## src/verilog/dispatch_defs.svh

```systemverilog
`ifndef DISPATCH_DEFS_SVH
`define DISPATCH_DEFS_SVH

// width of pc, ir, imm and control
`define DISPATCH_XLEN 32

// architectural register index
`define REG_ADDR_W 5

`define EXCP_ARG_W 16

// instruction queue entries, a power of two
`define PAIR_BUF_DEPTH 4

`endif

```

## src/verilog/dispatch_pkg.sv

```systemverilog
`include "dispatch_defs.svh"

package dispatch_pkg;

    // operation class, low four bits of control
    typedef enum logic [3:0] {
        OP_ALU         = 4'd0,
        OP_BR          = 4'd1,
        OP_DIV         = 4'd2,
        OP_PRIV        = 4'd3,
        OP_MUL         = 4'd4,
        OP_DCACHE      = 4'd5,
        OP_PRIV_DCACHE = 4'd6,
        OP_RDCNT       = 4'd7,
        OP_ALU_BR      = 4'd8
    } op_class_e;

    // one decoded instruction
    typedef struct packed {
        logic [`DISPATCH_XLEN-1:0] pc;
        logic [`DISPATCH_XLEN-1:0] ir;
        logic [`DISPATCH_XLEN-1:0] imm;
        logic [`DISPATCH_XLEN-1:0] control;
        logic [`REG_ADDR_W-1:0]    rj;
        logic [`REG_ADDR_W-1:0]    rk;
        logic [`REG_ADDR_W-1:0]    rd;
        logic [`EXCP_ARG_W-1:0]    excp_arg;
    } inst_bundle_t;

    // front end payload, younger may be absent
    typedef struct packed {
        inst_bundle_t older;
        inst_bundle_t younger;
        logic         younger_valid;
    } fetch_pair_t;

    typedef struct packed {
        logic         valid;
        inst_bundle_t inst;
    } issue_slot_t;

    function automatic op_class_e op_class_of(input logic [`DISPATCH_XLEN-1:0] control);
        return op_class_e'(control[3:0]);
    endfunction

endpackage

```

## src/verilog/dispatch_top.sv

```systemverilog
`timescale 1ns/10ps

module dispatch_top import dispatch_pkg::*; (
    input  logic        clk,
    input  logic        rstn,
    input  logic        flush,
    input  logic        stall,
    input  logic        in_req,
    input  fetch_pair_t in_pair,
    output logic        in_ack,
    output issue_slot_t slot_a,
    output issue_slot_t slot_b
);

    issue_slot_t head0;
    issue_slot_t head1;
    issue_slot_t next_a;
    issue_slot_t next_b;
    logic [1:0]  pop_count;

    // queue of decoded instructions
    pair_buffer pair_buffer_i (
        .clk       (clk),
        .rstn      (rstn),
        .flush     (flush),
        .in_req    (in_req),
        .in_pair   (in_pair),
        .in_ack    (in_ack),
        .pop_count (pop_count),
        .head0     (head0),
        .head1     (head1)
    );

    // pairing decision, looks back at the issue registers
    pair_dispatcher pair_dispatcher_i (
        .head0     (head0),
        .head1     (head1),
        .slot_a    (slot_a),
        .slot_b    (slot_b),
        .stall     (stall),
        .next_a    (next_a),
        .next_b    (next_b),
        .pop_count (pop_count)
    );

    issue_stage issue_stage_i (
        .clk    (clk),
        .rstn   (rstn),
        .flush  (flush),
        .stall  (stall),
        .next_a (next_a),
        .next_b (next_b),
        .slot_a (slot_a),
        .slot_b (slot_b)
    );

endmodule

```

## src/verilog/issue_stage.sv

```systemverilog
`timescale 1ns/10ps

module issue_stage import dispatch_pkg::*; (
    input  logic        clk,
    input  logic        rstn,
    input  logic        flush,
    input  logic        stall,
    input  issue_slot_t next_a,
    input  issue_slot_t next_b,
    output issue_slot_t slot_a,
    output issue_slot_t slot_b
);

    issue_slot_t slot_a_q;
    issue_slot_t slot_b_q;

    // slot a feeds the full-function pipe, slot b the arithmetic pipe
    always_ff @(posedge clk or negedge rstn) begin
        if (!rstn) begin
            slot_a_q <= '0;
            slot_b_q <= '0;
        end else if (flush) begin
            // flush wins over stall
            slot_a_q <= '0;
            slot_b_q <= '0;
        end else if (!stall) begin
            // a cycle with no issue loads a bubble
            slot_a_q <= next_a;
            slot_b_q <= next_b;
        end
    end

    // also read back by the dispatcher for the load-use check
    assign slot_a = slot_a_q;
    assign slot_b = slot_b_q;

endmodule

```

## src/verilog/pair_buffer.sv

```systemverilog
`timescale 1ns/10ps

`include "dispatch_defs.svh"

module pair_buffer import dispatch_pkg::*; (
    input  logic        clk,
    input  logic        rstn,
    input  logic        flush,
    input  logic        in_req,
    input  fetch_pair_t in_pair,
    output logic        in_ack,
    input  logic [1:0]  pop_count,
    output issue_slot_t head0,
    output issue_slot_t head1
);

    localparam int PTR_W = $clog2(`PAIR_BUF_DEPTH);
    localparam int CNT_W = $clog2(`PAIR_BUF_DEPTH + 1);

    typedef enum logic {
        HS_IDLE,
        HS_ACK
    } hs_state_e;

    hs_state_e          hs_state;
    inst_bundle_t       mem [`PAIR_BUF_DEPTH];
    logic [PTR_W-1:0]   rd_ptr;
    logic [PTR_W-1:0]   wr_ptr;
    logic [PTR_W-1:0]   rd_ptr_p1;
    logic [PTR_W-1:0]   wr_ptr_p1;
    logic [CNT_W-1:0]   count;
    logic               room_for_pair;
    logic               capture;
    logic [1:0]         push_n;

    assign rd_ptr_p1 = rd_ptr + PTR_W'(1);
    assign wr_ptr_p1 = wr_ptr + PTR_W'(1);

    // a pair is taken only with two entries free, even if the younger is absent
    assign room_for_pair = (count <= CNT_W'(`PAIR_BUF_DEPTH - 2));
    assign capture       = (hs_state == HS_IDLE) && in_req && room_for_pair && !flush;
    assign push_n        = !capture ? 2'd0 : (in_pair.younger_valid ? 2'd2 : 2'd1);

    // ack is high from the capture edge until req is seen low
    assign in_ack = (hs_state == HS_ACK);

    always_ff @(posedge clk or negedge rstn) begin
        if (!rstn) begin
            hs_state <= HS_IDLE;
            rd_ptr   <= '0;
            wr_ptr   <= '0;
            count    <= '0;
        end else if (flush) begin
            hs_state <= HS_IDLE;
            rd_ptr   <= '0;
            wr_ptr   <= '0;
            count    <= '0;
        end else begin
            case (hs_state)
                HS_IDLE: begin
                    if (capture) begin
                        hs_state <= HS_ACK;
                    end
                end
                HS_ACK: begin
                    if (!in_req) begin
                        hs_state <= HS_IDLE;
                    end
                end
                default: hs_state <= HS_IDLE;
            endcase
            // the dispatcher never pops more than the valid heads
            rd_ptr <= rd_ptr + PTR_W'(pop_count);
            wr_ptr <= wr_ptr + PTR_W'(push_n);
            count  <= count + CNT_W'(push_n) - CNT_W'(pop_count);
        end
    end

    // queue storage
    always_ff @(posedge clk) begin
        if (capture) begin
            mem[wr_ptr] <= in_pair.older;
            if (in_pair.younger_valid) begin
                mem[wr_ptr_p1] <= in_pair.younger;
            end
        end
    end

    // oldest two entries
    assign head0.valid = (count >= CNT_W'(1));
    assign head0.inst  = mem[rd_ptr];
    assign head1.valid = (count >= CNT_W'(2));
    assign head1.inst  = mem[rd_ptr_p1];

endmodule

```

## src/verilog/pair_dispatcher.sv

```systemverilog
`timescale 1ns/10ps

module pair_dispatcher import dispatch_pkg::*; (
    input  issue_slot_t head0,
    input  issue_slot_t head1,
    input  issue_slot_t slot_a,
    input  issue_slot_t slot_b,
    input  logic        stall,
    output issue_slot_t next_a,
    output issue_slot_t next_b,
    output logic [1:0]  pop_count
);

    op_class_e class0;
    op_class_e class1;
    logic      dep;
    logic      arith1;
    logic      lu0;
    logic      lu1;
    logic      issue0;
    logic      issue1;

    // true when an issued slot is a mul or dcache whose result inst still needs
    function automatic logic load_use_hit(input issue_slot_t s, input inst_bundle_t inst);
        op_class_e c;
        c = op_class_of(s.inst.control);
        return s.valid && (c == OP_MUL || c == OP_DCACHE) && (s.inst.rd != '0) &&
               (s.inst.rd == inst.rj || s.inst.rd == inst.rk);
    endfunction

    assign class0 = op_class_of(head0.inst.control);
    assign class1 = op_class_of(head1.inst.control);

    // older writes a register the younger needs
    // a branch younger reads its rd as a source
    always_comb begin
        dep = 1'b0;
        if (head0.inst.rd != '0 && class0 != OP_BR) begin
            if (head0.inst.rd == head1.inst.rj || head0.inst.rd == head1.inst.rk) begin
                dep = 1'b1;
            end
            if (class1 == OP_BR && head0.inst.rd == head1.inst.rd) begin
                dep = 1'b1;
            end
        end
    end

    // slot b only feeds the arithmetic pipe
    always_comb begin
        case (class1)
            OP_ALU, OP_BR, OP_DIV, OP_MUL, OP_ALU_BR: arith1 = 1'b1;
            default: arith1 = 1'b0;
        endcase
    end

    // results from last cycle's issue are not ready yet
    assign lu0 = load_use_hit(slot_a, head0.inst) || load_use_hit(slot_b, head0.inst);
    assign lu1 = load_use_hit(slot_a, head1.inst) || load_use_hit(slot_b, head1.inst);

    assign issue0 = !stall && head0.valid && !lu0;
    assign issue1 = issue0 && head1.valid && !dep && arith1 && !lu1;

    always_comb begin
        next_a    = '0;
        next_b    = '0;
        pop_count = 2'd0;
        if (issue1) begin
            next_a.valid = 1'b1;
            next_a.inst  = head0.inst;
            next_b.valid = 1'b1;
            next_b.inst  = head1.inst;
            pop_count    = 2'd2;
        end else if (issue0) begin
            // older goes alone, younger waits at the head
            next_a.valid = 1'b1;
            next_a.inst  = head0.inst;
            pop_count    = 2'd1;
        end
    end

endmodule
```

## config.mk

```make
export PLATFORM = sky130hd
export DESIGN_NAME = dispatch_top
export DESIGN_NICKNAME = d
export VERILOG_FILES = /design/src/verilog/dispatch_pkg.sv /design/src/verilog/dispatch_top.sv /design/src/verilog/issue_stage.sv /design/src/verilog/pair_buffer.sv /design/src/verilog/pair_dispatcher.sv
export VERILOG_INCLUDE_DIRS = /design/src /design/src/verilog
export SDC_FILE = /design/constraint.sdc
export NUM_CORES = 1
export LEC_CHECK = 0
export BUFFER_PORTS_ARGS = -buffer_cell sky130_fd_sc_hd__buf_2
export CORE_MARGIN = 3
export CORE_UTILIZATION = 55
export CTS_CLUSTER_DIAMETER = 50
export DETAILED_ROUTE_END_ITERATION = 8
export HOLD_SLACK_MARGIN = 0.05
export PLACE_DENSITY_LB_ADDON = 0.3
export SLEW_MARGIN = 0
export SYNTH_ARGS = -nofsm -noshare
export SYNTH_HDL_FRONTEND = slang
export SYNTH_SLANG_ARGS = --single-unit
```

## constraint.sdc

```tcl
create_clock -name clk -period 11.6 [get_ports clk]
set_input_delay 1.16 -clock clk [delete_from_list [all_inputs] [get_ports clk]]
set_output_delay 1.16 -clock clk [all_outputs]
set_load 0.01 [all_outputs]
```

# Yosys cells after proc, flatten, opt, wreduce, memory -nomap -nowiden
# Memory sizes are Yosys's and may differ from the RTL's.
# Index checks and enable logic that the tools add are counted.
dict set report classes {
  add_sub_neg 6
  order_cmp 3
  n_eq_ne 21
  muxes 26
  n_bitwise 1
  reduce_logical 38
}
# cell n
set ops {}
lappend ops {{$mux W160} 7}
lappend ops {{$eq A5 B5 Y1} 11}
lappend ops {{$eq A4 B3 Y1 const B} 5}
lappend ops {{$logic_and A1 B1 Y1} 19}
lappend ops {{$reduce_bool A5 Y1} 3}
lappend ops {{$mux W1} 12}
lappend ops {{$mux W2} 5}
lappend ops {{$logic_or A1 B1 Y1} 9}
lappend ops {{$logic_not A1 Y1} 5}
lappend ops {{$reduce_or A5 Y1} 1}
lappend ops {{$add A2 B1 Y2 const B} 2}
lappend ops {{$add A2 B2 Y2} 2}
lappend ops {{$eq A4 B1 Y1 const B} 1}
lappend ops {{$eq A4 B2 Y1 const B} 1}
lappend ops {{$eq A4 B4 Y1 const B} 1}
lappend ops {{$logic_not A4 Y1} 1}
lappend ops {{$ne A4 B1 Y1 const B} 1}
lappend ops {{$add A3 B2 Y3} 1}
lappend ops {{$ge A3 B1 Y1 const B} 1}
lappend ops {{$ge A3 B2 Y1 const B} 1}
lappend ops {{$le A3 B2 Y1 const B} 1}
lappend ops {{$mux W3} 1}
lappend ops {{$sub A3 B2 Y3} 1}
lappend ops {{$ne A2 B2 Y1 const B} 1}
lappend ops {{2 further kinds} 2}
dict set report word_totals {
  register_bits 328
  ramBits 636
  inputBits 324
  out_inout_bits 321
  elab_cells 118
  memories 1
}
# name depth width read_ports rd_ports_with_merged_regs write_ports line
set mem_list {}
lappend mem_list {pair_buffer_i.mem 4 159 2 0 2 pair_buffer.sv:26} ;# inst_bundle_t mem [`PAIR_BUF_DEPTH];

# Logic depth before layout (Yosys ltp)
# Gate-level depths: netlist of the first run.
dict set report logic_depth {
  depth_word 15
  depth_mapped 17
  mapped_depth_nobuf 13
}

# Cells and area by module
# Synthesis of the first run repeated with hierarchy kept, for this count alone.
dict set report hier_totals {
  hier_cells 3290
  area_unflattened_um2 51101.5
}
# mod n_inst cells_per_inst area_per_inst_um2 seq_area_each_um2
set by_module_without_submodules {}
lappend by_module_without_submodules {pair_buffer 1 1788 34787.1 19298.5}
lappend by_module_without_submodules {issue_stage 1 1032 13272.7 8007.7}
lappend by_module_without_submodules {pair_dispatcher 1 470 3041.7 0.0}

# Least setup slack after synthesis of the first run
# OpenSTA, ideal clock, no wires.
dict set report synth_path {
  path_type {in2reg}
  from {in flush}
  to {mem pair_buffer_i.mem[1][0] (netlist bit), enable pin}
  setup_ns 0.680
  arrival_time_ns 8.277
  t_required_ns 10.920
  slack_ns 2.643
  cell_stages 5
  path_buffers 0
  path_cell_list {nand2b_1 nor2_1 and2_1 o21ai_0 nor2_1}
}
# item line
set synth_rtl {}
lappend synth_rtl {{start: declaration} dispatch_top.sv:6} ;# input logic flush,
lappend synth_rtl {{end: declaration} pair_buffer.sv:26}

# Final worst setup path of the first run
dict set report layout_path {
  from {reg pair_buffer_i.rd_ptr[1]}
  to {reg issue_stage_i.slot_b_q (netlist bit issue_stage_i.slot_b[126])}
}
dict set report layout_via {
  elab_chain_len 14
  elab_cells_between_ends 49
  classes_between {1 x add/sub; 16 x eq/ne; 7 x mux; 24 x reduce/logical; 1 x memory}
}
# item line
set layout_rtl {}
lappend layout_rtl {{start: declaration} pair_buffer.sv:27} ;# logic [PTR_W-1:0] rd_ptr;
lappend layout_rtl {{start signal: assignment} pair_buffer.sv:73} ;# rd_ptr <= rd_ptr + PTR_W'(pop_count);
lappend layout_rtl {{$add A2 B1 Y2 / $mem_v2 Z4 W159 (equally long branches)} n/a}
lappend layout_rtl {{$mem_v2 Z4 W159 (*)} n/a}
lappend layout_rtl {{$eq A5 B5 Y1 / $logic_or A1 B1 Y1 (equally long branches)} {pair_dispatcher.sv:39, pair_dispatcher.sv:28}}
lappend layout_rtl {{$logic_or A1 B1 Y1 / $logic_and A1 B1 Y1 (equally long branches)} {pair_dispatcher.sv:39, pair_dispatcher.sv:27}}
lappend layout_rtl {{$mux W1 / $logic_or A1 B1 Y1 (equally long branches)} {pair_dispatcher.sv:39, pair_dispatcher.sv:57}}
lappend layout_rtl {{$mux W1 / $logic_not A1 Y1 (equally long branches)} {pair_dispatcher.sv:42, pair_dispatcher.sv:60}}
lappend layout_rtl {{$mux W1 / $logic_and A1 B1 Y1 (equally long branches)} {pair_dispatcher.sv:38, pair_dispatcher.sv:60}}
lappend layout_rtl {{$logic_not A1 Y1 / $logic_and A1 B1 Y1 (equally long branches)} pair_dispatcher.sv:61} ;# assign issue1 = issue0 && head1.valid && !dep && arith1 && !lu1;
lappend layout_rtl {{$logic_and A1 B1 Y1 (3 in a row)} pair_dispatcher.sv:61}
lappend layout_rtl {{$mux W160 (*)} pair_dispatcher.sv:67} ;# if (issue1) begin
lappend layout_rtl {{$mux W160 (*)} issue_stage.sv:26} ;# end else if (!stall) begin
lappend layout_rtl {{$mux W160 (*)} issue_stage.sv:22} ;# end else if (flush) begin
lappend layout_rtl {{end signal: assignment} issue_stage.sv:29} ;# slot_b_q <= next_b;
lappend layout_rtl {{end: declaration} issue_stage.sv:15} ;# issue_slot_t slot_b_q;
# Every way passes the cells marked *; elsewhere a longest branch is shown, timed or not. The select of a mux whose other input is x is not followed.
# A chain may end at the register's enable or synchronous reset.

==> results of run 1 <==
-- power groups by stage --
stage               sequential (W)  combinational, W  clock [W]
detailed placement         0.00425           0.00253          0
global placement           0.00424           0.00249          0
CTS                        0.00419           0.00255    0.00357
finish                     0.00419           0.00252    0.00352
global route               0.00422           0.00272    0.00372
floorplan                  0.00424           0.00185          0
-- registers in the layout, summed over array words and instances (netlist names) --
register and flops:
pair_buffer_i.wr_ptr 2, issue_stage_i.slot_b 160, pair_buffer_i.count 3, pair_buffer_i.mem 636
issue_stage_i.slot_a 160, pair_buffer_i.in_ack 1, pair_buffer_i.rd_ptr 2
-- cell usage in the layout (no fill, tap or decap), types with 4 or more instances in the layout --
master / netlist / routed
bufinv_16: 0 / 10
and3_1: 5 / 4
o22ai_1: 4 / 4
a21oi_1: 7 / 7
edfxtp_1: 636 / 636
clkbuf_8: 0 / 11
dfrtp_1: 328 / 326
nor2_1: 18 / 15
nand3_1: 5 / 4
nand4_1: 7 / 7
nor2b_1: 8 / 7
clkbuf_1: 140 / 25
o21ai_0: 66 / 66
nor3_1: 5 / 5
inv_6: 0 / 6
o21ai_1: 100 / 100
nand2_1: 170 / 168
diode_2: 0 / 51
inv_1: 165 / 165
xor2_1: 13 / 13
clkinvlp_4: 0 / 9
clkinv_2: 0 / 27
clkbuf_16: 0 / 111
clkinv_1: 0 / 4
buf_4: 5 / 43
a22o_1: 159 / 159
xnor2_1: 60 / 60
buf_2: 38 / 643
mux4_2: 319 / 319
mux2_2: 638 / 638
-- logic make-up after synthesis --
group / Yosys count / share of synthesized area [%]
flip-flops: 964 / 57.6
XOR/XNOR: 73 / 1.35
AO/OA/AOI/OAI: 348 / 5.12
buffers and inverters: 389 / 3.38
adder cells (fa/ha/maj): 5 / 0.158
AND/OR/NAND/NOR: 232 / 2.08
multiplexers: 957 / 30.3
-- metal layers --
layer / vias up / routed length [um] / global-route usage [%]
li1: 12779 / - / -
met2: 1298 / 64500 / 47.6
met1: 15463 / 47300 / 34.9
met4: 16 / 5310 / 12.7
met5: - / 104 / 0
met3: 261 / 10800 / 7.09
-- how the worst min path moves through the flow --
| stage | cells after the start | start | slack (ps) | endpoint |
|---|---|---|---|---|
| floorplan | 2 | issue_stage_i.slot_b[0] | 520 | issue_stage_i.slot_b[0] |
| global placement | 2 | issue_stage_i.slot_b[38] | 460 | issue_stage_i.slot_b[38] |
| detailed placement | 2 | issue_stage_i.slot_b[143] | 470 | issue_stage_i.slot_b[143] |
| CTS | 2 | issue_stage_i.slot_b[143] | 480 | issue_stage_i.slot_b[143] |
| global route | 2 | issue_stage_i.slot_b[70] | 500 | issue_stage_i.slot_b[70] |
| finish | 2 | issue_stage_i.slot_b[158] | 470 | issue_stage_i.slot_b[158] |
-- worst max-delay path: cells and delay by family, from the launching register on --
family | cells | cell delay (ps)
DFF | 1 | 1020
AOI/OAI and AO/OA | 5 | 1440
and+or+nand+nor | 2 | 730
buffers and inverters | 3 | 2420
-- metrics by stage --
stage / hold WS [ps] / total power [W] / area [um2]
2_1_floorplan: 516 / 0.00609 / 47400
3_3_place_gp: 456 / 0.00673 / 51500
3_5_place_dp: 466 / 0.00678 / 51500
4_1_cts: 479 / 0.0103 / 55200
5_1_grt: 496 / 0.0107 / 55300
6_report: 468 / 0.0102 / 55300
-- cell type report --
cell class	instances	area, um2	share of cell area, %
Clock inverter	65	683	1.23
Antenna cell	51	128	0.231
Inverter	165	619	1.12
Clock buffer	147	3020	5.46
Multi-Input combinational cell	1615	18600	33.6
Timing Repair Buffer	688	3580	6.46
Sequential cell	964	27300	49.4
Tap cell	1144	1430	2.59
==> out/results.tsv, run 1 <==
stage	metric	value	unit
synth	top-count cell post-synth	mux2_2	
clocking	CTS resizes	0	
power_and_ir_drop	Int Power	0.00731	W
clocking	CTS tree	done	
detailed_routing	Iter 0 DRT Violations	2545	
setup_path	CP Capture Point	issue_stage_i.slot_b[126]	
setup_path	CP max stage cell	dfrtp_4	
floorplan	Die W	300	um
global_route	largest net degree at the start of global routing	111	
detailed_routing	Post-route DRC	0	
run	total of max-cap violations	0	
power_and_ir_drop	clock share of power	34.4	%
clocking	clk sinks	964	
setup_path	R2R depth	10	
detailed_routing	via count	29817	
finish	share of cells above drive strength 1	50.6	%
floorplan	Die ar.	89700	um2
timing	RSZ-0062 raised after global routing	no	
setup_path	r2r setup slk	5600	ps
floorplan	IO Count	645	
floorplan	initial core utilization	55.6	%
synth	synthesized area per cell	16.0	um2
clocking	Setup Buffers After CTS	0	
global_route	total gr overflow	0	
setup_path	Setup CP Type	reg2reg	
power_and_ir_drop	Leakage Power	22.0	nW
power_and_ir_drop	Combinational Power Share	24.7	%
clocking	Root Driver	clkbuf_16	
placed_design	RePlAce Congestion	0.832	
detailed_routing	Antenna Violating Nets Remaining	0	
global_route	first-pass GRT wire length	193000	um
power_and_ir_drop	Seq pwr share	40.9	%
timing	Period minus WS final	6000	ps
placed_design	Final HPWL DP	78900	um
detailed_routing	drt pass-1 iters	7	
global_route	number of antenna violations at the first check in global routing	53	
detailed_routing	via density per instance	6.16	
power_and_ir_drop	pwr dens	185	nW/um2
finish	Area growth, synth to finish	16.8	%
placed_design	placed cells	4576	
finish	Final Core Density	64.9	%
synth	Synth area leaders	edfxtp_1 40%, dfrtp_1 17%, mux2_2 15%, mux4_2 15%, a22o_1 2.9%	
synth	Post-synth top cells	638 x mux2_2, 636 x edfxtp_1, 328 x dfrtp_1	
setup_path	CP most frequent cell	buf_4	
synth	Ys Warns	0	
synth	synthesized area	47400	um2
setup_path	r2r endpoint	issue_stage_i.slot_b[126]	
setup_path	worst path required time	12090	ps
timing	slew margin rel.	26.5	%
setup_path	CP startpoint kind	register	
synth	Post-synth EDFFs	636	
placed_design	worst slack, placed	5610	ps
global_route	number of global-route vias before repair	31210	
timing	fmax	167	MHz
power_and_ir_drop	maximum vdd drop	0.000140	V
timing	Final Setup Violations	0	
power_and_ir_drop	switching pwr	0.00293	W
clocking	TritonCTS Buffers	111	
clocking	clk buf depth	3	
setup_path	CP startpoint	pair_buffer_i.rd_ptr[1]	
timing	Final TNS setup	0	ps
timing	final setup margin	5600	ps
synth	Seq/Total Area, Yosys	57.6	%
clocking	CTS hold repair buffers	0	
detailed_routing	drt wl/cell	26.5	um
setup_path	worst r2r src	pair_buffer_i.rd_ptr[1]	
floorplan	die height	300	um
floorplan	row count	107	
clocking	clock-pin slew on the worst setup and hold paths	60	ps
synth	Main synth FF type	edfxtp_1	
synth	Yosys top cell area share	40.3	%
synth	synthesized instance count	2968	
finish	Non-Filler Instances	4839	
synth	post-synth cell types	48	
timing	Pins Over Slew Limit	0	
setup_path	critical path capture point type	register	
floorplan	core area	85300	um2
setup_path	critical path data arrival time	6490	ps
synth	Net Count, Synth	3296	
power_and_ir_drop	Net Sw Frac	28.6	%
synth	synthesis-stage register bit count	964	
setup_path	Crit Path Max Fanout	77	
timing	final period utilization	51.7	%
synth	area leader, netlist	edfxtp_1	
synth	Post-synth ARST share	34.0	%
placed_design	IO buf count	644	
run_status	status	finished, final reports clean	
finish	FILL cells	6093	
finish	Total Nets Final	3873	
timing	Hold Fails Final Rpt	0	
clocking	clk_lat worst skew	690	ps
clocking	H-tree depth	3	
setup_path	critical path's largest stage delay	1020	ps
detailed_routing	WL final	128000	um
worst_hold_path	hold crit path type	reg2reg	
setup_path	crit path cell chain	buf_4 -> buf_4 -> nor2_1 -> a211o_1 -> a211o_1 -> a2111oi_2 -> o21ai_1 -> nand3_4 -> buf_4 -> o21ai_0	
timing	Final Skew	27.5	ps
timing	Tightest Pin Transition	1100	ps
global_route	GRT Total Usage	28.3	%
No activity file was read; power rests on OpenSTA's default activity.
==> run 2: changes to the inputs <==
CORE_UTILIZATION = 53   (was 55)
clock period = 5.3 ns   (was 11.6 ns; I/O delays follow)
==> out/results.tsv, run 2 (same netlist as run 1, synthesis figures left out) <==
stage	metric	value	unit
setup_path	Setup CP Type	reg2reg	
setup_path	CP max stage cell	dfrtp_4	
clocking	clk sinks	964	
finish	most flop-heavy register	pair_buffer_i.mem	
clocking	Root Driver	clkbuf_16	
finish	Non-Filler Instances	4856	
floorplan	core area	88500	um2
placed_design	placed cells	4594	
timing	final period utilization	82.5	%
clocking	clk buf depth	3	
global_route	number of global-route vias before repair	31234	
finish	max reg flops	636	
clocking	CTS resizes	0	
run	total of max-cap violations	0	
placed_design	Final HPWL DP	77000	um
setup_path	CP startpoint	pair_buffer_i.rd_ptr[0]	
power_and_ir_drop	maximum vdd drop	0.000404	V
finish	Total Nets Final	3875	
power_and_ir_drop	pwr dens	412	nW/um2
finish	Final Core Density	63.3	%
finish	share of cells above drive strength 1	50.8	%
floorplan	Die W	305	um
global_route	total gr overflow	0	
setup_path	critical path data arrival time	4930	ps
worst_hold_path	Min-Delay Startpoint	in_req	
clocking	clk_lat worst skew	700	ps
timing	Period minus WS final	4370	ps
global_route	GRT Total Usage	27.7	%
global_route	largest net degree at the start of global routing	193	
finish	commonest cells after routing, fill and taps aside	643 x buf_2, 638 x mux2_2, 636 x edfxtp_1, 326 x dfrtp_1, 319 x mux4_2	
finish	Area growth, synth to finish	18.1	%
detailed_routing	drt pass-1 iters	5	
detailed_routing	WL final	129000	um
timing	Hold Fails Final Rpt	0	
global_route	first-pass GRT wire length	196000	um
floorplan	die height	305	um
setup_path	worst r2r src	pair_buffer_i.rd_ptr[0]	
setup_path	Crit Path Max Fanout	41	
detailed_routing	Iter 0 DRT Violations	2413	
setup_path	CP most frequent cell	xnor2_1	
detailed_routing	drt wl/cell	26.6	um
timing	Tightest Pin Transition	1220	ps
timing	Final Skew	29.0	ps
floorplan	IO Count	645	
setup_path	worst path required time	5860	ps
setup_path	critical path's largest stage delay	870	ps
timing	Pins Over Slew Limit	0	
power_and_ir_drop	Leakage Power	22.2	nW
worst_hold_path	hold crit path type	in2reg	
finish	commonest non-fill, non-tap cell in the layout	buf_2	
placed_design	IO buf count	644	
finish	FILL cells	6474	
clocking	TritonCTS Buffers	115	
floorplan	Die ar.	93100	um2
global_route	number of antenna violations at the first check in global routing	54	
detailed_routing	via count	29769	
setup_path	CP startpoint kind	register	
placed_design	worst slack, placed	944	ps
clocking	clock-pin slew on the worst setup and hold paths	60	ps
clocking	CTS tree	done	
detailed_routing	Post-route DRC	0	
clocking	H-tree depth	3	
detailed_routing	via density per instance	6.13	
detailed_routing	Antenna Violating Nets Remaining	0	
timing	slew margin rel.	18.4	%
floorplan	initial core utilization	53.6	%
timing	Final Setup Violations	0	
setup_path	crit path cell chain	mux4_2 -> or2_2 -> a211o_1 -> a2111oi_2 -> o21ai_1 -> a21boi_1 -> xor2_1 -> ha_1 -> inv_1 -> fa_1 -> xnor2_1 -> xnor2_1 -> nor2_1	
timing	final setup margin	930	ps
run_status	status	finished, final reports clean	
setup_path	critical path capture point type	register	
placed_design	RePlAce Congestion	0.831	
floorplan	row count	109	
timing	RSZ-0062 raised after global routing	no	
timing	fmax	229	MHz
[run 2: final timing paths]
kind | endpoint | slack [ps] | depth (start not counted)
worst max register to register | pair_buffer_i.count[2] | 930 | 13
worst min register to register | issue_stage_i.slot_b[53] | 470 | 2
max in group asynchronous | issue_stage_i.slot_a[71] | 3540 | 3
min in group asynchronous | issue_stage_i.slot_b[0] | 490 | 2
worst min-delay path | pair_buffer_i.in_ack | 120 | 3
worst max-delay path | pair_buffer_i.count[2] | 930 | 13
[run 2: layout make-up]
type,count,area [um2],area share [%]
multi-input cells,1615,18600,33.2
repair buffers,686,3830,6.83
diodes,41,103,0.183
clock buffers,146,3170,5.65
clock inverters,74,932,1.66
inverters,165,619,1.11
flip-flops and latches,964,27300,48.8
well taps,1165,1460,2.60
[run 2: per-stage QoR]
stage | total power [W] | instance area, um2 | hold slack [ps] | TNS (ps)
floorplan | 0.0133 | 47400 | 234 | -120180
global placement | 0.0148 | 51800 | 456 | 0
detailed placement | 0.0149 | 51800 | 465 | 0
CTS | 0.0232 | 55900 | 69.7 | 0
global route | 0.0240 | 56000 | 115 | 0
finish | 0.0231 | 56000 | 115 | 0
[run 2: power breakdown]
group          internal, W  switching, W  leakage [nW]
combinational      0.00280       0.00276          9.93
clock              0.00505       0.00331          2.00
sequential         0.00870      0.000461          10.3
total               0.0165       0.00653          22.2
[run 2: what timing repair did]
item	in CTS	in global routing
hold buffers	1	0
buffers inserted	0	0
endpoints found under the setup margin	0	0
endpoints found under the hold margin	103	0
[run 2: routing by layer]
layer	track usage, %	share of wire (%)	vias to the layer above
li1	-	-	12782
met3	6.90	8.4	282
met4	12.1	3.9	32
met2	46.7	50	1259
met5	0	0.17	-
met1	34.0	37	15414
[run 2: worst max-delay path, delay by kind of cell (launching register included)]
kind            cells  cell delay [ps]
compound gates      4             1150
flops               1              870
mux                 1              620
fa+ha+maj           2              610
xor+xnor            3              530
simple gates        2              370
buf+inv             1               60
